--- src/common/ycr_dmem_pkg.sv ---
/*
 * Shared definitions for the data-memory Wishbone bridge
 * Bus widths, access width / command / response encodings
 * Core request, queued Wishbone request and completion structs
 */

package ycr_dmem_pkg;

   //------------------------------
   // Widths
   //------------------------------
   localparam int YCR_DMEM_AWIDTH = 32;                  // Core and WB address
   localparam int YCR_DMEM_DWIDTH = 32;                  // Core and WB data
   localparam int YCR_WB_SEL_W    = 4;                   // One select per byte lane

   //------------------------------
   // Encodings
   //------------------------------
   typedef enum logic [1:0] {
      DMEM_WIDTH_BYTE = 2'b00,                           // 8 bit access
      DMEM_WIDTH_HALF = 2'b01,                           // 16 bit access
      DMEM_WIDTH_WORD = 2'b10                            // 32 bit access
   } dmem_width_e;

   typedef enum logic {
      DMEM_CMD_RD = 1'b0,                                // Load
      DMEM_CMD_WR = 1'b1                                 // Store
   } dmem_cmd_e;

   typedef enum logic [1:0] {
      DMEM_RESP_IDLE = 2'b00,                            // Nothing returned this cycle
      DMEM_RESP_RDY  = 2'b01,                            // Access done
      DMEM_RESP_ERR  = 2'b10                             // Slave flagged an error
   } dmem_resp_e;

   //------------------------------
   // Request / response structs
   //------------------------------
   typedef struct packed {
      dmem_cmd_e                    cmd;                 // Read or write
      dmem_width_e                  width;               // Access size
      logic [YCR_DMEM_AWIDTH-1:0]   addr;                // Byte address
      logic [YCR_DMEM_DWIDTH-1:0]   wdata;               // Right aligned store data
   } dmem_req_t;

   typedef struct packed {
      logic                         we;                  // Write cycle
      logic [YCR_DMEM_AWIDTH-1:2]   adr;                 // Word address
      logic [YCR_DMEM_DWIDTH-1:0]   dat;                 // Lane shifted store data
      logic [YCR_WB_SEL_W-1:0]      sel;                 // Byte enables
      dmem_width_e                  width;               // Kept for read alignment
      logic [1:0]                   boff;                // Byte offset in word
   } wb_req_t;

   typedef struct packed {
      logic                         done;                // High for one cycle on ack or err
      logic                         err;                 // Slave answered with err
      logic [YCR_DMEM_DWIDTH-1:0]   rdata;               // Raw bus read data
      logic [1:0]                   boff;                // Offset of finished request
      dmem_width_e                  width;               // Width of finished request
   } wb_rsp_t;

endpackage : ycr_dmem_pkg

--- src/dmem_bridge/ycr_dmem_req_queue.sv ---
/*
 * Core request queue
 * Level request / same-cycle ack, lane alignment of select and store data
 * Circular buffer of wb_req_t with read / write pointers and a count
 */

`timescale 1ns/1ps

module ycr_dmem_req_queue import ycr_dmem_pkg::*; #(
   parameter int QUEUE_DEPTH = 2                         // Power of two, at least 2
) (
   input  logic        core_clk_i,                       // Core clock
   input  logic        rst_i,                            // Internal reset
   input  logic        dmem_req_i,                       // Core request level
   input  dmem_req_t   dmem_req_pkt_i,                   // Core request fields
   output logic        dmem_req_ack_o,                   // Request taken this cycle
   output logic        head_valid_o,                     // Queue not empty
   output wb_req_t     head_o,                           // Oldest request
   input  logic        pop_i                             // Master takes the head
);

   localparam int PTR_W = $clog2(QUEUE_DEPTH);
   localparam int CNT_W = PTR_W + 1;

   wb_req_t            q_mem [QUEUE_DEPTH];              // Request storage
   logic [PTR_W-1:0]   wr_ptr;
   logic [PTR_W-1:0]   rd_ptr;
   logic [CNT_W-1:0]   q_cnt;                            // Entries held
   logic               q_full;
   logic               push;
   logic [1:0]         boff;
   wb_req_t            push_req;                         // Lane aligned request

   //------------------------------
   // Core handshake
   //------------------------------
   assign q_full         = (q_cnt == CNT_W'(QUEUE_DEPTH));
   assign dmem_req_ack_o = dmem_req_i && !q_full;        // Combinational ack
   assign push           = dmem_req_ack_o;
   assign boff           = dmem_req_pkt_i.addr[1:0];

   //------------------------------
   // Lane alignment
   //------------------------------
   always_comb begin
      push_req.we    = (dmem_req_pkt_i.cmd == DMEM_CMD_WR);
      push_req.adr   = dmem_req_pkt_i.addr[YCR_DMEM_AWIDTH-1:2]; // Word aligned
      push_req.dat   = dmem_req_pkt_i.wdata << {boff, 3'b000};   // Move to byte lane
      push_req.width = dmem_req_pkt_i.width;
      push_req.boff  = boff;
      case (dmem_req_pkt_i.width)
         DMEM_WIDTH_BYTE: push_req.sel = 4'b0001 << boff;      // Single lane
         DMEM_WIDTH_HALF: push_req.sel = 4'b0011 << boff;      // Two lanes
         default:         push_req.sel = 4'b1111;              // Full word
      endcase
   end

   // Aligned request written at the tail
   always_ff @(posedge core_clk_i) begin
      if (push) begin
         q_mem[wr_ptr] <= push_req;
      end
   end

   //------------------------------
   // Pointers and count
   //------------------------------
   always_ff @(posedge core_clk_i) begin
      if (rst_i) begin
         wr_ptr <= '0;
         rd_ptr <= '0;
         q_cnt  <= '0;
      end else begin
         if (push) begin
            wr_ptr <= wr_ptr + 1'b1;                     // Wraps at depth
         end
         if (pop_i) begin
            rd_ptr <= rd_ptr + 1'b1;
         end
         case ({push, pop_i})
            2'b10:   q_cnt <= q_cnt + 1'b1;
            2'b01:   q_cnt <= q_cnt - 1'b1;
            default: q_cnt <= q_cnt;                     // Both or neither
         endcase
      end
   end

   assign head_valid_o = (q_cnt != '0);
   assign head_o       = q_mem[rd_ptr];

   //------------------------------
   // Checks
   //------------------------------
   // Master must only pop what the queue has announced
   a_no_pop_empty: assert property (@(posedge core_clk_i) disable iff (rst_i)
      pop_i |-> head_valid_o);

   // Core never issues an access that crosses a word
   a_lane_ok: assert property (@(posedge core_clk_i) disable iff (rst_i)
      dmem_req_i |->
         !(dmem_req_pkt_i.width == DMEM_WIDTH_HALF && boff == 2'd3) &&
         !(dmem_req_pkt_i.width == DMEM_WIDTH_WORD && boff != 2'd0));

endmodule : ycr_dmem_req_queue

--- src/dmem_bridge/ycr_dmem_resp_fmt.sv ---
/*
 * Response formatter
 * Read data shift and zero extension by the lane rule
 * One-cycle ready / error code to the core per completion
 */

`timescale 1ns/1ps

module ycr_dmem_resp_fmt import ycr_dmem_pkg::*; (
   input  logic                          core_clk_i,     // Core clock
   input  logic                          rst_i,          // Internal reset
   input  wb_rsp_t                       rsp_i,          // Completion from master
   output logic [YCR_DMEM_DWIDTH-1:0]    dmem_rdata_o,   // Right aligned load data
   output dmem_resp_e                    dmem_resp_o     // Response code
);

   logic [YCR_DMEM_DWIDTH-1:0] rdata_shift;             // Lane moved to bit 0
   logic [YCR_DMEM_DWIDTH-1:0] rdata_ext;               // Zero extended by width
   logic [YCR_DMEM_DWIDTH-1:0] rdata_q;
   dmem_resp_e                 resp_q;

   //------------------------------
   // Alignment
   //------------------------------
   assign rdata_shift = rsp_i.rdata >> {rsp_i.boff, 3'b000};

   always_comb begin
      case (rsp_i.width)
         DMEM_WIDTH_BYTE: rdata_ext = {{(YCR_DMEM_DWIDTH-8){1'b0}}, rdata_shift[7:0]};
         DMEM_WIDTH_HALF: rdata_ext = {{(YCR_DMEM_DWIDTH-16){1'b0}}, rdata_shift[15:0]};
         default:         rdata_ext = rdata_shift;      // Full word
      endcase
   end

   //------------------------------
   // Output register
   //------------------------------
   always_ff @(posedge core_clk_i) begin
      if (rst_i) begin
         resp_q  <= DMEM_RESP_IDLE;
         rdata_q <= '0;
      end else if (rsp_i.done) begin
         resp_q  <= rsp_i.err ? DMEM_RESP_ERR : DMEM_RESP_RDY;
         // Error returns no data
         rdata_q <= rsp_i.err ? '0 : rdata_ext;
      end else begin
         resp_q  <= DMEM_RESP_IDLE;                      // Single cycle response
         rdata_q <= '0;                                  // Zero between responses
      end
   end

   assign dmem_rdata_o = rdata_q;
   assign dmem_resp_o  = resp_q;

endmodule : ycr_dmem_resp_fmt

--- src/dmem_bridge/ycr_dmem_wb_master.sv ---
/*
 * Wishbone classic master
 * Idle / busy FSM, one single-word cycle per queued request
 * Completion with raw read data and error flag back to the formatter
 */

`timescale 1ns/1ps

module ycr_dmem_wb_master import ycr_dmem_pkg::*; (
   input  logic                          core_clk_i,     // Core clock
   input  logic                          rst_i,          // Internal reset
   input  logic                          head_valid_i,   // Queue has a request
   input  wb_req_t                       head_i,         // Oldest request
   output logic                          pop_o,          // Take the head
   output logic                          wbd_stb_o,      // Strobe
   output logic                          wbd_cyc_o,      // Cycle
   output logic                          wbd_we_o,       // Write
   output logic [YCR_DMEM_AWIDTH-1:0]    wbd_adr_o,      // Word aligned address
   output logic [YCR_DMEM_DWIDTH-1:0]    wbd_dat_o,      // Store data
   output logic [YCR_WB_SEL_W-1:0]       wbd_sel_o,      // Byte enables
   input  logic [YCR_DMEM_DWIDTH-1:0]    wbd_dat_i,      // Load data
   input  logic                          wbd_ack_i,      // Acknowledge
   input  logic                          wbd_err_i,      // Error
   output wb_rsp_t                       rsp_o           // Completion
);

   typedef enum logic {
      WB_IDLE = 1'b0,                                    // Waiting for a request
      WB_BUSY = 1'b1                                     // Cycle on the bus
   } wb_state_e;

   wb_state_e                  state;
   logic                       stb_q;
   logic                       we_q;
   logic [YCR_DMEM_AWIDTH-1:2] adr_q;                    // Bus payload
   logic [YCR_DMEM_DWIDTH-1:0] dat_q;
   logic [YCR_WB_SEL_W-1:0]    sel_q;
   dmem_width_e                width_q;                  // Kept for the completion
   logic [1:0]                 boff_q;
   logic                       bus_end;                  // Ack or err seen in busy

   assign pop_o   = (state == WB_IDLE) && head_valid_i;
   assign bus_end = (state == WB_BUSY) && (wbd_ack_i || wbd_err_i);

   //------------------------------
   // FSM and control flops
   //------------------------------
   always_ff @(posedge core_clk_i) begin
      if (rst_i) begin
         state <= WB_IDLE;
         stb_q <= 1'b0;
         we_q  <= 1'b0;
      end else begin
         case (state)
            WB_IDLE: begin
               if (pop_o) begin
                  state <= WB_BUSY;
                  stb_q <= 1'b1;                         // Strobe one cycle after head
                  we_q  <= head_i.we;
               end
            end
            default: begin
               if (bus_end) begin
                  state <= WB_IDLE;
                  stb_q <= 1'b0;                         // Drop in the cycle after ack
                  we_q  <= 1'b0;
               end
            end
         endcase
      end
   end

   //------------------------------
   // Bus payload
   //------------------------------
   always_ff @(posedge core_clk_i) begin
      if (pop_o) begin
         adr_q   <= head_i.adr;
         dat_q   <= head_i.dat;
         sel_q   <= head_i.sel;
         width_q <= head_i.width;
         boff_q  <= head_i.boff;
      end
   end

   assign wbd_stb_o = stb_q;
   assign wbd_cyc_o = stb_q;                             // Classic single cycle
   assign wbd_we_o  = we_q;
   assign wbd_adr_o = {adr_q, 2'b00};
   assign wbd_dat_o = dat_q;
   assign wbd_sel_o = sel_q;

   //------------------------------
   // Completion
   //------------------------------
   always_comb begin
      rsp_o.done  = bus_end;                             // High in the ack cycle only
      rsp_o.err   = bus_end && wbd_err_i;
      rsp_o.rdata = wbd_dat_i;                           // Aligned in the formatter
      rsp_o.boff  = boff_q;
      rsp_o.width = width_q;
   end

   // Slave sees a steady request until it answers
   a_bus_stable: assert property (@(posedge core_clk_i) disable iff (rst_i)
      wbd_stb_o && !(wbd_ack_i || wbd_err_i) |=>
         wbd_stb_o && $stable({wbd_we_o, wbd_adr_o, wbd_dat_o, wbd_sel_o}));

endmodule : ycr_dmem_wb_master

--- src/source/ycr_dmem_intf.sv ---
/*
 * Data-memory interface top level
 * Reset stretcher, request queue, Wishbone master, response formatter
 */

`timescale 1ns/1ps

module ycr_dmem_intf import ycr_dmem_pkg::*; #(
   parameter int RST_STAGES  = 2,                        // Internal reset stretch
   parameter int QUEUE_DEPTH = 2                         // Pending request slots
) (
   input  logic                          core_clk_i,     // Core clock
   input  logic                          reset_i,        // External reset

   // Core data port
   input  logic                          dmem_req_i,     // Request level
   input  dmem_req_t                     dmem_req_pkt_i, // Request fields
   output logic                          dmem_req_ack_o, // Request taken
   output logic [YCR_DMEM_DWIDTH-1:0]    dmem_rdata_o,   // Load data
   output dmem_resp_e                    dmem_resp_o,    // Response code

   // Wishbone master port
   output logic                          wbd_stb_o,      // Strobe
   output logic                          wbd_cyc_o,      // Cycle
   output logic                          wbd_we_o,       // Write
   output logic [YCR_DMEM_AWIDTH-1:0]    wbd_adr_o,      // Address
   output logic [YCR_DMEM_DWIDTH-1:0]    wbd_dat_o,      // Store data
   output logic [YCR_WB_SEL_W-1:0]       wbd_sel_o,      // Byte enables
   input  logic [YCR_DMEM_DWIDTH-1:0]    wbd_dat_i,      // Load data
   input  logic                          wbd_ack_i,      // Acknowledge
   input  logic                          wbd_err_i       // Error
);

   logic      core_rst;                                  // Stretched reset
   logic      head_valid;
   wb_req_t   head_req;
   logic      head_pop;
   wb_rsp_t   wb_rsp;

   //------------------------------
   // Reset
   //------------------------------
   ycr_rst_stretch #(
      .RST_STAGES     (RST_STAGES)
   ) u_rst_stretch (
      .core_clk_i     (core_clk_i),
      .reset_i        (reset_i),
      .rst_o          (core_rst)
   );

   //------------------------------
   // Request path
   //------------------------------
   ycr_dmem_req_queue #(
      .QUEUE_DEPTH    (QUEUE_DEPTH)
   ) u_req_queue (
      .core_clk_i     (core_clk_i),
      .rst_i          (core_rst),
      .dmem_req_i     (dmem_req_i),
      .dmem_req_pkt_i (dmem_req_pkt_i),
      .dmem_req_ack_o (dmem_req_ack_o),
      .head_valid_o   (head_valid),
      .head_o         (head_req),
      .pop_i          (head_pop)
   );

   ycr_dmem_wb_master u_wb_master (
      .core_clk_i     (core_clk_i),
      .rst_i          (core_rst),
      .head_valid_i   (head_valid),
      .head_i         (head_req),
      .pop_o          (head_pop),
      .wbd_stb_o      (wbd_stb_o),
      .wbd_cyc_o      (wbd_cyc_o),
      .wbd_we_o       (wbd_we_o),
      .wbd_adr_o      (wbd_adr_o),
      .wbd_dat_o      (wbd_dat_o),
      .wbd_sel_o      (wbd_sel_o),
      .wbd_dat_i      (wbd_dat_i),
      .wbd_ack_i      (wbd_ack_i),
      .wbd_err_i      (wbd_err_i),
      .rsp_o          (wb_rsp)
   );

   //------------------------------
   // Response path
   //------------------------------
   ycr_dmem_resp_fmt u_resp_fmt (
      .core_clk_i     (core_clk_i),
      .rst_i          (core_rst),
      .rsp_i          (wb_rsp),
      .dmem_rdata_o   (dmem_rdata_o),
      .dmem_resp_o    (dmem_resp_o)
   );

endmodule : ycr_dmem_intf

--- src/source/ycr_rst_stretch.sv ---
/*
 * Synchronous reset stretcher
 * Holds the internal reset for RST_STAGES cycles after the external one ends
 */

`timescale 1ns/1ps

module ycr_rst_stretch #(
   parameter int RST_STAGES = 2                          // Extra cycles of reset
) (
   input  logic   core_clk_i,                            // Core clock
   input  logic   reset_i,                               // External reset, active high
   output logic   rst_o                                  // Stretched internal reset
);

   logic [RST_STAGES-1:0] rst_sr;                        // Ones drain out from the top

   //------------------------------
   // Shift chain
   //------------------------------
   always_ff @(posedge core_clk_i) begin
      if (reset_i) begin
         rst_sr <= '1;                                   // Refill on every reset cycle
      end else begin
         rst_sr <= rst_sr << 1;                          // Zero enters at the bottom
      end
   end

   // Last stage feeds every block in the bridge
   assign rst_o = rst_sr[RST_STAGES-1];

endmodule : ycr_rst_stretch

--- config.mk ---
export PLATFORM = sky130hd
export DESIGN_NAME = ycr_dmem_intf
export DESIGN_NICKNAME = d
export VERILOG_FILES = /design/src/common/ycr_dmem_pkg.sv /design/src/dmem_bridge/ycr_dmem_req_queue.sv /design/src/dmem_bridge/ycr_dmem_resp_fmt.sv /design/src/dmem_bridge/ycr_dmem_wb_master.sv /design/src/source/ycr_dmem_intf.sv /design/src/source/ycr_rst_stretch.sv
export SDC_FILE = /design/constraint.sdc
export NUM_CORES = 1
export LEC_CHECK = 0
export BUFFER_PORTS_ARGS = -buffer_cell sky130_fd_sc_hd__buf_2
export CORE_ASPECT_RATIO = 1.4
export CORE_MARGIN = 5
export CORE_UTILIZATION = 35
export DETAILED_ROUTE_END_ITERATION = 8
export GPL_TIMING_DRIVEN = 0
export HOLD_SLACK_MARGIN = 0.02
export PLACE_DENSITY = 0.66
export SYNTH_ARGS = -nofsm -noshare
export SYNTH_HDL_FRONTEND = slang
export SYNTH_SLANG_ARGS = --single-unit
--- constraint.sdc ---
create_clock -name core_clk_i -period 9.8 [get_ports core_clk_i]
set_input_delay 0.98 -clock core_clk_i [delete_from_list [all_inputs] [get_ports core_clk_i]]
set_output_delay 0.98 -clock core_clk_i [all_outputs]
set_load 0.03 [all_outputs]
Yosys cells after proc, flatten, opt, wreduce, memory -nomap -nowiden:

Memory sizes are Yosys's and may differ from the RTL's. A register that Yosys moved wholly into a read port is not among the register bits.
Cells that the tools add are included.

* logic and storage cells: 63
* output and inout bits: 106
* memories kept: 1
* RAM bits: 142
* bits in registers: 113

Memory list
* u_req_queue.q_mem: depth 2, width 71, read ports 1, clocked after memory_dff 1, wr ports 1, RTL line ycr_dmem_req_queue.sv:25 `wb_req_t q_mem [QUEUE_DEPTH];`

* bitwise operators: 2
* eq/ne operators: 6
* $add $sub $neg: 4
* muxes and demuxes: 17
* shift-type cells: 4
* reduce and logical (&&, ||, !) cells: 14

Operator list (number)
* $pmux 32 s2: 1
* $shl 32x5->32: 1
* $shr 32x5->32: 1
* $mux 1: 13
* $pmux 4 s2: 1
* $eq 2x1->1 const B: 3
* $reduce_bool 2->1: 3
* $eq 2x2->1 const B: 2
* $logic_and 1x1->1: 4
* $logic_not 2->1: 2
* $pmux 2 s2: 1
* $shl 1x2->4 const A: 1
* $shl 2x2->4 const A: 1
* $reduce_or 3->1: 1
* $add 1x1->1 const B: 2
* $add 2x1->2 const B: 1
* $mux 2: 1
* $ne 2x2->1 const B: 1
* $not 1->1: 2
* $reduce_and 2->1: 1
* $reduce_or 2->1: 1
* $sub 2x1->2 const B: 1
* $logic_not 1->1: 1
* $logic_or 1x1->1: 1

Depth between registers and ports, before layout:

* depth after elaboration: 5
* mapped depth: 6
* mapped depth without buffers: 6

Modules after synthesis:

A second synthesis with hierarchy kept.

* cells, all modules: 583
* area total of the unflattened synthesis: 9773.1 µm²

Modules (own cells, without submodules)
* ycr_dmem_req_queue: times used 1, area an instance 5898.2 µm², cells each 336, seq. area each 4364.2 µm²
* ycr_dmem_wb_master: times used 1, area an instance 2518.7 µm², cells each 122, seq. area each 2162.1 µm²
* ycr_dmem_resp_fmt: times used 1, area an instance 1310.0 µm², cells each 122, seq. area each 680.7 µm²
* ycr_rst_stretch: times used 1, area an instance 46.3 µm², cells each 3, seq. area each 40.0 µm²

Worst setup path after synthesis:

OpenSTA, ideal clock, no wires.

* path type: input port to flip-flop
* from: in dmem_req_i
* to: mem u_req_queue.q_mem[1][0] (netlist bit), enable pin
* arrival: 4.023 ns
* setup slack: 5.277 ns
* data required time: 9.300 ns
* cell stages on the path: 2
* cell sequence: nand2_1 > nor2_1

* longest elaborated chain between the ends: 3

RTL lines
* start: declaration: RTL line ycr_dmem_intf.sv:16 `input logic dmem_req_i,`
* $logic_and 1x1->1: RTL line ycr_dmem_req_queue.sv:38 `assign dmem_req_ack_o = dmem_req_i && !q_full;`
* $mux 1: RTL line ycr_dmem_req_queue.sv:60 `if (push) begin`
* $mux 1 (implied by the code): RTL line ycr_dmem_req_queue.sv:61 `q_mem[wr_ptr] <= push_req;`
* end: declaration: RTL line ycr_dmem_req_queue.sv:25

Every way passes these cells.

Worst setup path in the final report:

* from: reg u_req_queue.q_cnt[0]
* to: out dmem_req_ack_o

* longest elaborated chain between the ends: 3

RTL lines
* start: declaration: RTL line ycr_dmem_req_queue.sv:28 `logic [CNT_W-1:0] q_cnt;`
* start signal: assignment: RTL line ycr_dmem_req_queue.sv:81 `2'b10: q_cnt <= q_cnt + 1'b1;`
* start signal: assignment: RTL line ycr_dmem_req_queue.sv:82 `2'b01: q_cnt <= q_cnt - 1'b1;`
* start signal: assignment: RTL line ycr_dmem_req_queue.sv:83 `default: q_cnt <= q_cnt;`
* $eq 2x2->1: RTL line ycr_dmem_req_queue.sv:37 `assign q_full = (q_cnt == CNT_W'(QUEUE_DEPTH));`
* $logic_not 1->1: RTL line ycr_dmem_req_queue.sv:38
* $logic_and 1x1->1: RTL line ycr_dmem_req_queue.sv:38
* end: declaration: RTL line ycr_dmem_intf.sv:18 `output logic dmem_req_ack_o,`

Every way passes these cells.

==> results by group <==
Outcome
  – Status: completed

Synthesis
  – Post-Syn Instances: 550
  – Yosys Warn Count: 0
  – Mapped cell area: 0.009473 mm2
  – Register bit total from synthesis: 256
  – Post-synthesis sequential area ratio: 76.50%
  – Post-synth cell types: 33
  – Syn avg cell area: approximately 17 um2

Job
  – Max cap viols: 0

Routing
  – First-pass iteration count of the detailed router: 4
  – WL/cell: 18.06 um
  – Drt drc: 0
  – Vias: 5375
  – Drt via density: ~4.6
  – Top Layer Used: met4
  – 1st-iter DRT viols: 287
  – Metal-1 WL: 8.335 mm
  – Met2 Wirelength: 10.92 mm
  – WL met3: 1.554 mm
  – Routed Antenna Nets: 0
  – Final WL: approximately 21 mm

STA
  – Fin crit period: 2.451 ns
  – Tightest Pin Transition: 0.6657 ns
  – Part of the cycle the worst path needs: 25.01%
  – Setup Skew: 0.01244 ns
  – Setup TNS: 0 ns
  – Final hold slack: 0.4193 ns
  – Pins Over Slew Limit: 0
  – Final Setup Violations: 0
  – Unrepaired setup endpoints after global routing: false
  – Final worst setup slack: 7.349 ns
  – Fmax: ~410 MHz
  – Final number of hold-violating endpoints: 0
  – Slew margin rel.: between 50 and 60%

CTS
  – Clock H-tree levels: 1
  – Clock buffer depth: 3
  – CTS Buf Count: 25
  – Cts hold-fix bufs: 0
  – Root Buffer: clkbuf_16
  – Post-CTS Setup Repair Bufs: 0
  – Post-cts resize count: 0
  – Clock transition at path regs: 0.07 ns
  – CTS tree: done
  – Clk_lat worst skew: 0.51 ns
  – Clk sink count: 256

Final layout
  – Layout Cells excl Fill: 1172
  – Layout cells sized above 1: 42.63%
  – Most frequent cells in the layout: buf_2 (221), edfxtp_1 (212), mux2_2 (70)
  – Ant diodes: 0
  – Commonest non-fill, non-tap cell in the layout: buf_2
  – # nets final: 894
  – Syn-to-layout area delta: 25.10%

Min path
  – Hold path startpoint: u_rst_stretch.rst_sr[0]
  – Hold crit path type: reg2reg

Placed design
  – Routability cong.: just under 0.8
  – Worst slack at placement: between 7 and 8 ns
  – HPWL after DPL: 14.95 mm
  – Placed Instances: 1127
  – Port Buffers: 207

Global route
  – Initial antenna violation count: 0
  – Global route total overflow: 0
  – Pin count of the biggest net entering global routing: 57
  – Vias in the first global route: 5608
  – Gr usage total: 13.36%
  – First-pass GRT wire length: between 30 and 40 mm

Worst setup path
  – Worst Path Arrival: 1.47 ns
  – Critical Path RT: ~9 ns
  – Reg2reg start: u_req_queue.q_cnt[0]
  – Worst setup SP type: register
  – Worst path slowest cell: dfxtp_1
  – CP Cell Sequence: nand2b_1 -> nand2_1 -> inv_1 -> buf_2
  – Critical Path End Type: output port
  – Slowest stage delay, CP: 0.39 ns
  – Critical Path Start: u_req_queue.q_cnt[0]
  – Worst-path fanout max: 4
  – Crit Path Category: reg2out

Pwr
  – Maximum VDD drop: 0.1184 mV
  – Pwr/cell area: 206.4 mW/mm2
  – Tot Pwr: 0.002446 W
  – Leakage: 4.545 nW

Floorplanning
  – Core area: 0.02683 mm2
  – Number of core rows: a little over 70
  – Die X-Extent: 149.0 um
  – DIE HEIGHT: about 200 um
  – I/O pin count: 210
  – Starting Density: 35.31%
  – DIE AREA: 0.03050 mm2
==> area by class of cell <==
cell class | count | area, um2
Multi-Input combinational cell | 260 | 2058
Inverter | 5 | 23.77
Clock inverter | 15 | 97.59
Clock buffer | 30 | 675.6
Timing Repair Buffer | 211 | 1131
Fill cell | 2448 | 14980
Buffer | 30 | 160.2
Tap cell | 365 | 456.7
Sequential cell | 256 | 7247
==> state kept, by name (all words and copies together) (netlist names), named ones only <==
register / count
u_req_queue.wr_ptr: 1
u_resp_fmt.dmem_rdata_o: 32
u_wb_master.wbd_dat_o: 32
u_wb_master.state: 1
u_wb_master.wbd_sel_o: 4
u_req_queue.q_mem: 142
u_req_queue.q_cnt: 2
u_wb_master.boff_q: 2
u_wb_master.width_q: 2
u_req_queue.rd_ptr: 1
u_resp_fmt.dmem_resp_o: 2
u_wb_master.wbd_we_o: 1
u_rst_stretch.rst_sr: 2
u_wb_master.adr_q: 30
u_wb_master.wbd_cyc_o: 1
==> report_power, final <==
part           switching [W]  internal, W
Sequential         0.0000154      0.00126
Combinational       0.000170    0.0000920
Clock               0.000394     0.000517
==> critical path: cells and delay by family, from the launching register on <==
family,cells,cell delay [ns]
buf+inv,2,0.26
simple gates,2,0.31
flops,1,0.39
==> final timing paths <==
| kind | endpoint | slack [ns] | depth (start not counted) |
|---|---|---|---|
| hold / removal | u_rst_stretch.rst_sr[1] | 0.42 | 1 |
| setup / recovery | dmem_req_ack_o | 7.35 | 4 |
| setup reg to reg | u_req_queue.q_cnt[1] | 7.51 | 6 |
| hold reg to reg | u_rst_stretch.rst_sr[1] | 0.42 | 1 |
==> kinds of logic after synthesis <==
| logic type | Yosys count | share of synthesized area [%] |
|---|---|---|
| AO/OA/AOI/OAI | 62 | 4.398 |
| XOR/XNOR | 3 | 0.2774 |
| adder cells (fa/ha/maj) | 1 | 0.1321 |
| buffers and inverters | 35 | 1.889 |
| flip-flops | 256 | 76.50 |
| multiplexers | 102 | 11.70 |
| other | 1 | 0.03959 |
| AND/OR/NAND/NOR | 90 | 5.059 |
==> synthesized netlist by cell type <==
library cell	number	share of area, %
a211oi_1	26	2.1
a21o_1	1	0.079
a21oi_1	12	0.63
a2bb2oi_1	8	0.74
and2_1	16	1.1
buf_1	1	0.040
buf_2	14	0.74
buf_4	4	0.32
buf_6	2	0.24
clkbuf_1	9	0.36
conb_1	1	0.040
dfxtp_1	44	9.3
edfxtp_1	212	67
ha_1	1	0.13
inv_1	5	0.20
mux2_2	70	8.3
mux2i_1	32	3.4
nand2_1	13	0.52
nand2b_1	2	0.13
nand3_1	1	0.053
nand3b_2	1	0.12
nand4bb_1	1	0.12
nor2_1	32	1.3
nor2b_1	19	1.3
nor4b_4	1	0.25
o21ai_0	12	0.63
o21ai_2	1	0.092
o21bai_1	2	0.16
or2_2	2	0.13
or3_1	1	0.066
or3b_2	1	0.092
xnor2_1	1	0.092
xor2_1	2	0.18
==> per-layer routing <==
metal  track usage (%)  vias up
li1                  -     2544
met1             16.06     2596
met2             24.11      206
met3             3.187       29
met4             3.173        0
met5                 0        -
==> stage by stage <==
step	util [%]	area (um2)
2_1_floorplan	-	9477
3_3_place_gp	40.89	10970
3_5_place_dp	41.29	11080
4_1_cts	44.17	11850
5_1_grt	44.17	11850
6_report	44.17	11850
Power figures use the tool's default switching activity.
